**config.mk**
```make
export PLATFORM = sky130hd
export DESIGN_NAME = mac_engine_top
export DESIGN_NICKNAME = d
export VERILOG_FILES = /design/src/logic/mac_cfg_pkg.sv /design/src/logic/mac_ops_pkg.sv /design/src/logic/arith_unit.sv /design/src/logic/cmd_intake.sv /design/src/logic/mac_engine_top.sv /design/src/logic/result_sender.sv
export SDC_FILE = /design/constraint.sdc
export NUM_CORES = 1
export LEC_CHECK = 0
export BUFFER_PORTS_ARGS = -buffer_cell sky130_fd_sc_hd__buf_4
export CAP_MARGIN = 40
export CORE_MARGIN = 4
export CORE_UTILIZATION = 47
export DETAILED_ROUTE_END_ITERATION = 12
export PLACE_DENSITY = 0.62
export SKIP_LAST_GASP = 1
export SYNTH_ARGS = -nofsm -noshare
export SYNTH_HDL_FRONTEND = slang
export SYNTH_SLANG_ARGS = --single-unit
```
**constraint.sdc**
```tcl
create_clock -name i_clk -period 15.3 [get_ports i_clk]
set_input_delay 4.59 -clock i_clk [delete_from_list [all_inputs] [get_ports i_clk]]
set_output_delay 4.59 -clock i_clk [all_outputs]
set_load 0.01 [all_outputs]
```
**src/logic/mac_cfg_pkg.sv**
```systemverilog
// ~~~~~~~~~~~~~~~~~~~~~~~~~~~~~~~~~~~~~~~~~~~~~~~~~~~~~~~~~~~~~~~~~~~~
// Datapath sizing for the MAC engine, referenced by scoped name only
// ~~~~~~~~~~~~~~~~~~~~~~~~~~~~~~~~~~~~~~~~~~~~~~~~~~~~~~~~~~~~~~~~~~~~
package mac_cfg_pkg;

    // Operands, accumulator and result share one width
    localparam int DATA_W = 32;

    localparam int OP_W = 2;  // Opcode field

endpackage : mac_cfg_pkg

```
**src/logic/mac_ops_pkg.sv**
```systemverilog
// ~~~~~~~~~~~~~~~~~~~~~~~~~~~~~~~~~~~~~~~~~~~~~~~~~~~~~~~~~~~~~~~~~~~~
// Opcode and FSM state encodings shared by the MAC engine blocks
// ~~~~~~~~~~~~~~~~~~~~~~~~~~~~~~~~~~~~~~~~~~~~~~~~~~~~~~~~~~~~~~~~~~~~
package mac_ops_pkg;

    typedef enum logic [mac_cfg_pkg::OP_W-1:0] {
        OP_ADD = 2'd0,  // a + b
        OP_SUB = 2'd1,  // a - b
        OP_MAC = 2'd2,  // acc + a * b
        OP_CLR = 2'd3   // Result zero
    } op_e;

    // Command receiver
    typedef enum logic [1:0] {INTK_IDLE, INTK_HOLD, INTK_WAIT_DROP} intake_state_e;

    // Datapath sequencing
    typedef enum logic [1:0] {ARITH_IDLE, ARITH_MUL, ARITH_WRITE} arith_state_e;

    // Result sender
    typedef enum logic [1:0] {SEND_IDLE, SEND_REQ, SEND_WAIT_DROP} send_state_e;

endpackage : mac_ops_pkg

```
**src/logic/arith_unit.sv**
```systemverilog
// ~~~~~~~~~~~~~~~~~~~~~~~~~~~~~~~~~~~~~~~~~~~~~~~~~~~~~~~~~~~~~~~~~~~~
// Add/sub/MAC/clear datapath with one accumulator and a shared adder
// ~~~~~~~~~~~~~~~~~~~~~~~~~~~~~~~~~~~~~~~~~~~~~~~~~~~~~~~~~~~~~~~~~~~~
`timescale 1ns/1ps

module arith_unit (
    input  logic                             i_clk,
    input  logic                             i_rstn,
    input  logic                             i_issue,
    input  logic [mac_cfg_pkg::DATA_W-1:0]   i_a,
    input  logic [mac_cfg_pkg::DATA_W-1:0]   i_b,
    input  mac_ops_pkg::op_e                 i_op,
    input  logic                             i_sender_free,
    output logic                             o_unit_ready,
    output logic                             o_done,
    output logic [mac_cfg_pkg::DATA_W-1:0]   o_res
);

    mac_ops_pkg::arith_state_e state;
    mac_ops_pkg::op_e op_q;

    logic [mac_cfg_pkg::DATA_W-1:0] a_q;
    logic [mac_cfg_pkg::DATA_W-1:0] b_q;
    logic [mac_cfg_pkg::DATA_W-1:0] prod_q;
    logic [mac_cfg_pkg::DATA_W-1:0] acc;
    logic [mac_cfg_pkg::DATA_W-1:0] adder_a;
    logic [mac_cfg_pkg::DATA_W-1:0] adder_b;
    logic [mac_cfg_pkg::DATA_W-1:0] sum;

    // Operand select for the single adder
    always_comb begin
        case (op_q)
            mac_ops_pkg::OP_ADD: begin
                adder_a = a_q;
                adder_b = b_q;
            end
            mac_ops_pkg::OP_SUB: begin
                adder_a = a_q;
                adder_b = ~b_q + 1'b1;  // Two's complement
            end
            mac_ops_pkg::OP_MAC: begin
                adder_a = prod_q;
                adder_b = acc;
            end
            default: begin  // CLR
                adder_a = '0;
                adder_b = '0;
            end
        endcase
    end

    assign sum = adder_a + adder_b;  // Wraps modulo 2^DATA_W

    always_ff @(posedge i_clk or negedge i_rstn) begin
        if (!i_rstn) begin
            state <= mac_ops_pkg::ARITH_IDLE;
            acc   <= '0;
        end else begin
            case (state)
                mac_ops_pkg::ARITH_IDLE: begin
                    if (i_issue) begin
                        if (i_op == mac_ops_pkg::OP_MAC) begin
                            state <= mac_ops_pkg::ARITH_MUL;
                        end else begin
                            state <= mac_ops_pkg::ARITH_WRITE;
                        end
                    end
                end
                mac_ops_pkg::ARITH_MUL: state <= mac_ops_pkg::ARITH_WRITE;
                mac_ops_pkg::ARITH_WRITE: begin
                    acc   <= sum;  // Accumulator always tracks the last result
                    state <= mac_ops_pkg::ARITH_IDLE;
                end
                default: state <= mac_ops_pkg::ARITH_IDLE;
            endcase
        end
    end

    // Operands and product
    always_ff @(posedge i_clk) begin
        if (state == mac_ops_pkg::ARITH_IDLE && i_issue) begin
            a_q  <= i_a;
            b_q  <= i_b;
            op_q <= i_op;
        end
        if (state == mac_ops_pkg::ARITH_MUL) begin
            prod_q <= a_q * b_q;  // Low DATA_W bits kept
        end
    end

    assign o_done       = (state == mac_ops_pkg::ARITH_WRITE);
    assign o_res        = sum;
    assign o_unit_ready = (state == mac_ops_pkg::ARITH_IDLE) && i_sender_free;

endmodule : arith_unit

```
**src/logic/cmd_intake.sv**
```systemverilog
// ~~~~~~~~~~~~~~~~~~~~~~~~~~~~~~~~~~~~~~~~~~~~~~~~~~~~~~~~~~~~~~~~~~~~
// Four-phase command receiver, issues one command per handshake
// ~~~~~~~~~~~~~~~~~~~~~~~~~~~~~~~~~~~~~~~~~~~~~~~~~~~~~~~~~~~~~~~~~~~~
`timescale 1ns/1ps

module cmd_intake (
    input  logic                             i_clk,
    input  logic                             i_rstn,
    input  logic                             i_cmd_req,
    input  logic [mac_cfg_pkg::DATA_W-1:0]   i_cmd_a,
    input  logic [mac_cfg_pkg::DATA_W-1:0]   i_cmd_b,
    input  mac_ops_pkg::op_e                 i_cmd_op,
    output logic                             o_cmd_ack,
    input  logic                             i_unit_ready,
    output logic                             o_issue,
    output logic [mac_cfg_pkg::DATA_W-1:0]   o_issue_a,
    output logic [mac_cfg_pkg::DATA_W-1:0]   o_issue_b,
    output mac_ops_pkg::op_e                 o_issue_op
);

    mac_ops_pkg::intake_state_e state;

    always_ff @(posedge i_clk or negedge i_rstn) begin
        if (!i_rstn) begin
            state     <= mac_ops_pkg::INTK_IDLE;
            o_cmd_ack <= 1'b0;
            o_issue   <= 1'b0;
        end else begin
            o_issue <= 1'b0;  // Single-cycle pulse
            case (state)
                mac_ops_pkg::INTK_IDLE: begin
                    if (i_cmd_req) begin
                        if (i_unit_ready) begin
                            o_issue   <= 1'b1;
                            o_cmd_ack <= 1'b1;
                            state     <= mac_ops_pkg::INTK_WAIT_DROP;
                        end else begin
                            state <= mac_ops_pkg::INTK_HOLD;  // Back-pressure, no ack yet
                        end
                    end
                end
                mac_ops_pkg::INTK_HOLD: begin
                    if (i_unit_ready) begin
                        o_issue   <= 1'b1;
                        o_cmd_ack <= 1'b1;
                        state     <= mac_ops_pkg::INTK_WAIT_DROP;
                    end
                end
                mac_ops_pkg::INTK_WAIT_DROP: begin
                    // Release ack once the host has let go of req
                    if (!i_cmd_req) begin
                        o_cmd_ack <= 1'b0;
                        state     <= mac_ops_pkg::INTK_IDLE;
                    end
                end
                default: state <= mac_ops_pkg::INTK_IDLE;
            endcase
        end
    end

    // Command copy, host data is free to change after ack
    always_ff @(posedge i_clk) begin
        if (state == mac_ops_pkg::INTK_IDLE && i_cmd_req) begin
            o_issue_a  <= i_cmd_a;
            o_issue_b  <= i_cmd_b;
            o_issue_op <= i_cmd_op;
        end
    end

endmodule : cmd_intake

```
**src/logic/mac_engine_top.sv**
```systemverilog
// ~~~~~~~~~~~~~~~~~~~~~~~~~~~~~~~~~~~~~~~~~~~~~~~~~~~~~~~~~~~~~~~~~~~~
// MAC engine top level, command port in and result port out
// ~~~~~~~~~~~~~~~~~~~~~~~~~~~~~~~~~~~~~~~~~~~~~~~~~~~~~~~~~~~~~~~~~~~~
`timescale 1ns/1ps

module mac_engine_top (
    input  logic                             i_clk,
    input  logic                             i_rstn,
    input  logic                             i_cmd_req,
    input  logic [mac_cfg_pkg::DATA_W-1:0]   i_cmd_a,
    input  logic [mac_cfg_pkg::DATA_W-1:0]   i_cmd_b,
    input  mac_ops_pkg::op_e                 i_cmd_op,
    output logic                             o_cmd_ack,
    output logic                             o_res_req,
    output logic [mac_cfg_pkg::DATA_W-1:0]   o_res,
    input  logic                             i_res_ack
);

    logic                           issue;
    logic [mac_cfg_pkg::DATA_W-1:0] issue_a;
    logic [mac_cfg_pkg::DATA_W-1:0] issue_b;
    mac_ops_pkg::op_e               issue_op;
    logic                           unit_ready;  // Includes sender_free
    logic                           done;
    logic [mac_cfg_pkg::DATA_W-1:0] done_res;
    logic                           sender_free;

    cmd_intake intake_i (
        .i_clk(i_clk), .i_rstn(i_rstn),
        .i_cmd_req(i_cmd_req), .i_cmd_a(i_cmd_a), .i_cmd_b(i_cmd_b),
        .i_cmd_op(i_cmd_op), .o_cmd_ack(o_cmd_ack),
        .i_unit_ready(unit_ready), .o_issue(issue),
        .o_issue_a(issue_a), .o_issue_b(issue_b), .o_issue_op(issue_op)
    );

    arith_unit arith_i (
        .i_clk(i_clk), .i_rstn(i_rstn),
        .i_issue(issue), .i_a(issue_a), .i_b(issue_b), .i_op(issue_op),
        .i_sender_free(sender_free), .o_unit_ready(unit_ready),
        .o_done(done), .o_res(done_res)
    );

    result_sender sender_i (
        .i_clk(i_clk), .i_rstn(i_rstn),
        .i_done(done), .i_res(done_res), .o_sender_free(sender_free),
        .o_res_req(o_res_req), .o_res(o_res), .i_res_ack(i_res_ack)
    );

endmodule : mac_engine_top

```
**src/logic/result_sender.sv**
```systemverilog
// ~~~~~~~~~~~~~~~~~~~~~~~~~~~~~~~~~~~~~~~~~~~~~~~~~~~~~~~~~~~~~~~~~~~~
// Four-phase result sender, holds each result until the host acks
// ~~~~~~~~~~~~~~~~~~~~~~~~~~~~~~~~~~~~~~~~~~~~~~~~~~~~~~~~~~~~~~~~~~~~
`timescale 1ns/1ps

module result_sender (
    input  logic                             i_clk,
    input  logic                             i_rstn,
    input  logic                             i_done,
    input  logic [mac_cfg_pkg::DATA_W-1:0]   i_res,
    output logic                             o_sender_free,
    output logic                             o_res_req,
    output logic [mac_cfg_pkg::DATA_W-1:0]   o_res,
    input  logic                             i_res_ack
);

    mac_ops_pkg::send_state_e state;

    always_ff @(posedge i_clk or negedge i_rstn) begin
        if (!i_rstn) begin
            state <= mac_ops_pkg::SEND_IDLE;
        end else begin
            case (state)
                mac_ops_pkg::SEND_IDLE: begin
                    if (i_done) state <= mac_ops_pkg::SEND_REQ;
                end
                mac_ops_pkg::SEND_REQ: begin
                    if (i_res_ack) state <= mac_ops_pkg::SEND_WAIT_DROP;
                end
                mac_ops_pkg::SEND_WAIT_DROP: begin
                    // Free only once the host has dropped ack
                    if (!i_res_ack) state <= mac_ops_pkg::SEND_IDLE;
                end
                default: state <= mac_ops_pkg::SEND_IDLE;
            endcase
        end
    end

    // Result held stable for the whole request phase
    always_ff @(posedge i_clk) begin
        if (state == mac_ops_pkg::SEND_IDLE && i_done) begin
            o_res <= i_res;
        end
    end

    assign o_res_req     = (state == mac_ops_pkg::SEND_REQ);
    assign o_sender_free = (state == mac_ops_pkg::SEND_IDLE);

endmodule : result_sender

```
==> flow_summary.json <==
{
  "vias": 18300,
  "cts_buffer_depth": 3,
  "coreArea_um2": 55200,
  "drc": 0,
  "synthesis.nets": 3242,
  "cts_resized": 0,
  "root_buffer": "clkbuf_16",
  "synth_cell_types": 66,
  "crit_path_end_kind": "register",
  "synth_area_leaders": "fa_1 31%, edfxtp_1 22%, ha_1 7.4%, and2_1 6.9%, inv_1 6.4%",
  "placementRows": 86,
  "seq_area_frac_synth_pct": 26.2,
  "netlist_area_um2": 26200,
  "port_buffers": 103,
  "htree_levels": 1,
  "cap_violations": 0,
  "grt_setup_unrepaired": "false",
  "tightest_slew_ns": 0.906,
  "fp.dieH_um": 244,
  "dpl.hpwl_um": 51200,
  "grt_antenna_before_repair": 1,
  "cts_hold_buf": 0,
  "wirelength_um": 69900,
  "maxSlewViolCount": 0,
  "ant_nets": 0,
  "wl_met1_um": 29000,
  "wl_per_cell_um": 20.4,
  "nets": 3285,
  "synth_cells": 2608,
  "post_cts_buffers": 0,
  "synth_top_flop_cell": "edfxtp_1",
  "numCtsBuffers": 25,
  "hold_ws_ns": 0.404,
  "dieWidth_um": 244,
  "hold_depth": 0,
  "syn_area_per_cell_um2": 10.1,
  "track_usage_pct": 24.3,
  "fp.dieArea_um2": 59700,
  "area.growth.synth_to_final_pct": 9.82,
  "route.met3.wl_um": 4450,
  "viasPerCell": 5.36,
  "final-setup-viol-count": 0,
  "routed.top_layer": "met4",
  "r2r_cells": 21,
  "critical_path.max_fanout": 17,
  "grt_pass1_vias": 20400,
  "cp.arrival_ns": 7.76,
  "yosys_warnings": 0,
  "start_kind": "register",
  "drt_first_pass_iters": 5,
  "period_share_pct": 48.8,
  "drtIter0Drc": 1430,
  "criticalPathCategory": "register to register",
  "clock_skew_ns": 0.0178,
  "hp-class": "register to register",
  "clock_latency_ns": 0.56,
  "routabilityCongestion": 0.908,
  "synth_top_cell_area_share_pct": 31.2,
  "cts_tree": "built",
  "floorplan.initialDensity_pct": 47.5,
  "async_reset_ff_share_pct": 16.9,
  "period_needed_ns": 7.46,
  "slew-limit-headroom_pct": 39.6,
  "clk_pin_slew_ns": 0.08,
  "gr-total-overflow": 0,
  "synth_top_cell_by_area": "fa_1",
  "final_layout_size_suffix_gt1_share_pct": 8.54,
  "ys_ff_latch": 236,
  "finalHoldViolations": 0,
  "io-pin-count": 104,
  "outcome": "complete, no violations",
  "cts_sinks": 236,
  "timing.fmax_mhz": 134,
  "grt_first_pass_wirelength_um": 114000,
  "synth-edff-count": 196,
  "wl_met2_um": 34200,
  "required_ns": 15.60,
  "grt_max_degree": 68,
  "setup_tns_ns": 0
}
==> layout make-up <==
| type | count | area [um2] |
|---|---|---|
| repair buffers | 149 | 1190 |
| flip-flops and latches | 236 | 6890 |
| diodes | 2 | 5.00 |
| well taps | 748 | 936 |
| fillers | 4988 | 26400 |
| inverters | 448 | 1680 |
| clock buffers | 25 | 626 |
| multi-input cells | 1791 | 17200 |
| clock inverters | 21 | 293 |
==> placed cells by master, fill, tap and decap left out, types with 6 or more instances in the layout <==
cell,synthesis,routed
inv_1,446,446
fa_1,409,409
nand2_1,382,382
and2_1,290,290
edfxtp_1,196,196
ha_1,155,155
buf_4,0,144
o21ai_0,99,99
xnor2_1,90,90
a21oi_1,59,59
xor2_1,55,55
nor2_1,51,51
dfrtp_1,40,40
clkbuf_16,0,25
a21o_1,15,15
nand3_1,13,13
o21a_1,12,12
o31ai_1,11,11
mux2_2,11,11
a211oi_1,10,10
nor3_1,10,9
o211ai_1,8,8
nor2b_1,11,8
o41ai_1,6,6
nand4_1,6,6
nand2b_1,6,6
==> sequential cells by signal, summed over array words and instances (netlist names), 2 cells and up <==
register,cells
arith_i.a_q,32
arith_i.acc,32
arith_i.b_q,32
arith_i.op_q,2
arith_i.prod_q,32
arith_i.state,2
intake_i.o_issue_a,32
intake_i.o_issue_b,32
intake_i.o_issue_op,2
intake_i.state,2
sender_i.o_res,32
sender_i.state,2
==> metal layers <==
metal,up-vias,global-route usage [%]
met1,9405,32.4
met2,600,41.2
met5,-,0
met4,0,6.97
met3,157,4.20
li1,8186,-
==> synth_stat cells (all sizes together) (11+ instances only) <==
library cell	number
and2	290
clkbuf	123
o21a	12
xor2	55
mux2	11
nand3	13
dfrtp	40
inv	447
a211oi	12
edfxtp	196
xnor2	90
nor3	11
a21oi	61
fa	409
a21o	15
nor2b	11
nor2	51
o31ai	11
o21ai	105
ha	155
nand2	382
==> cells by family after synthesis <==
family / after synthesis / share of synthesized area (%)
compound gates: 263 / 6.25
xor+xnor: 145 / 4.84
fa+ha+maj: 564 / 38.6
buf+inv: 581 / 8.31
flops: 236 / 26.2
mux: 14 / 0.586
simple gates: 805 / 15.2
==> path summary, 6_finish.rpt <==
| check | from | end | slack, ns |
|---|---|---|---|
| setup / recovery | arith_i.b_q[3] | arith_i.prod_q[31] | 7.84 |
| hold / removal | intake_i.o_issue_a[19] | arith_i.a_q[19] | 0.40 |
| setup reg to reg | arith_i.b_q[3] | arith_i.prod_q[31] | 7.84 |
| hold reg to reg | intake_i.o_issue_a[19] | arith_i.a_q[19] | 0.40 |
| max in group asynchronous | i_rstn | sender_i.state[0] | 10.89 |
| min in group asynchronous | i_rstn | arith_i.acc[4] | 4.02 |
==> through the flow <==
stage | cells | instance area, um2 | worst slack [ns] | util [%]
floorplan | 2608 | 26200 | 5.35 | -
global placement | 3366 | 27800 | 7.96 | 50.3
detailed placement | 3372 | 27900 | 7.91 | 50.5
CTS | 3418 | 28800 | 7.88 | 52.2
global route | 3418 | 28800 | 7.51 | 52.2
finish | 3420 | 28800 | 7.84 | 52.2
==> critical path: stages (launching register included) <==
cell,delay (ns)
edfxtp_1,0.67
buf_8,0.28
and2_1,0.18
fa_1,0.50
inv_1,0.05
fa_1,0.49
fa_1,0.44
fa_1,0.54
inv_1,0.05
fa_1,0.47
ha_1,0.30
fa_1,0.50
fa_1,0.45
ha_1,0.40
a211oi_1,0.35
o2111ai_1,0.17
a21oi_1,0.28
o31a_1,0.24
o2bb2ai_1,0.20
o21ai_1,0.15
a311oi_1,0.37
xnor2_1,0.10
Power is not shown: default switching activity piles up to over one toggle a cycle in this logic, so the estimate is an artifact.
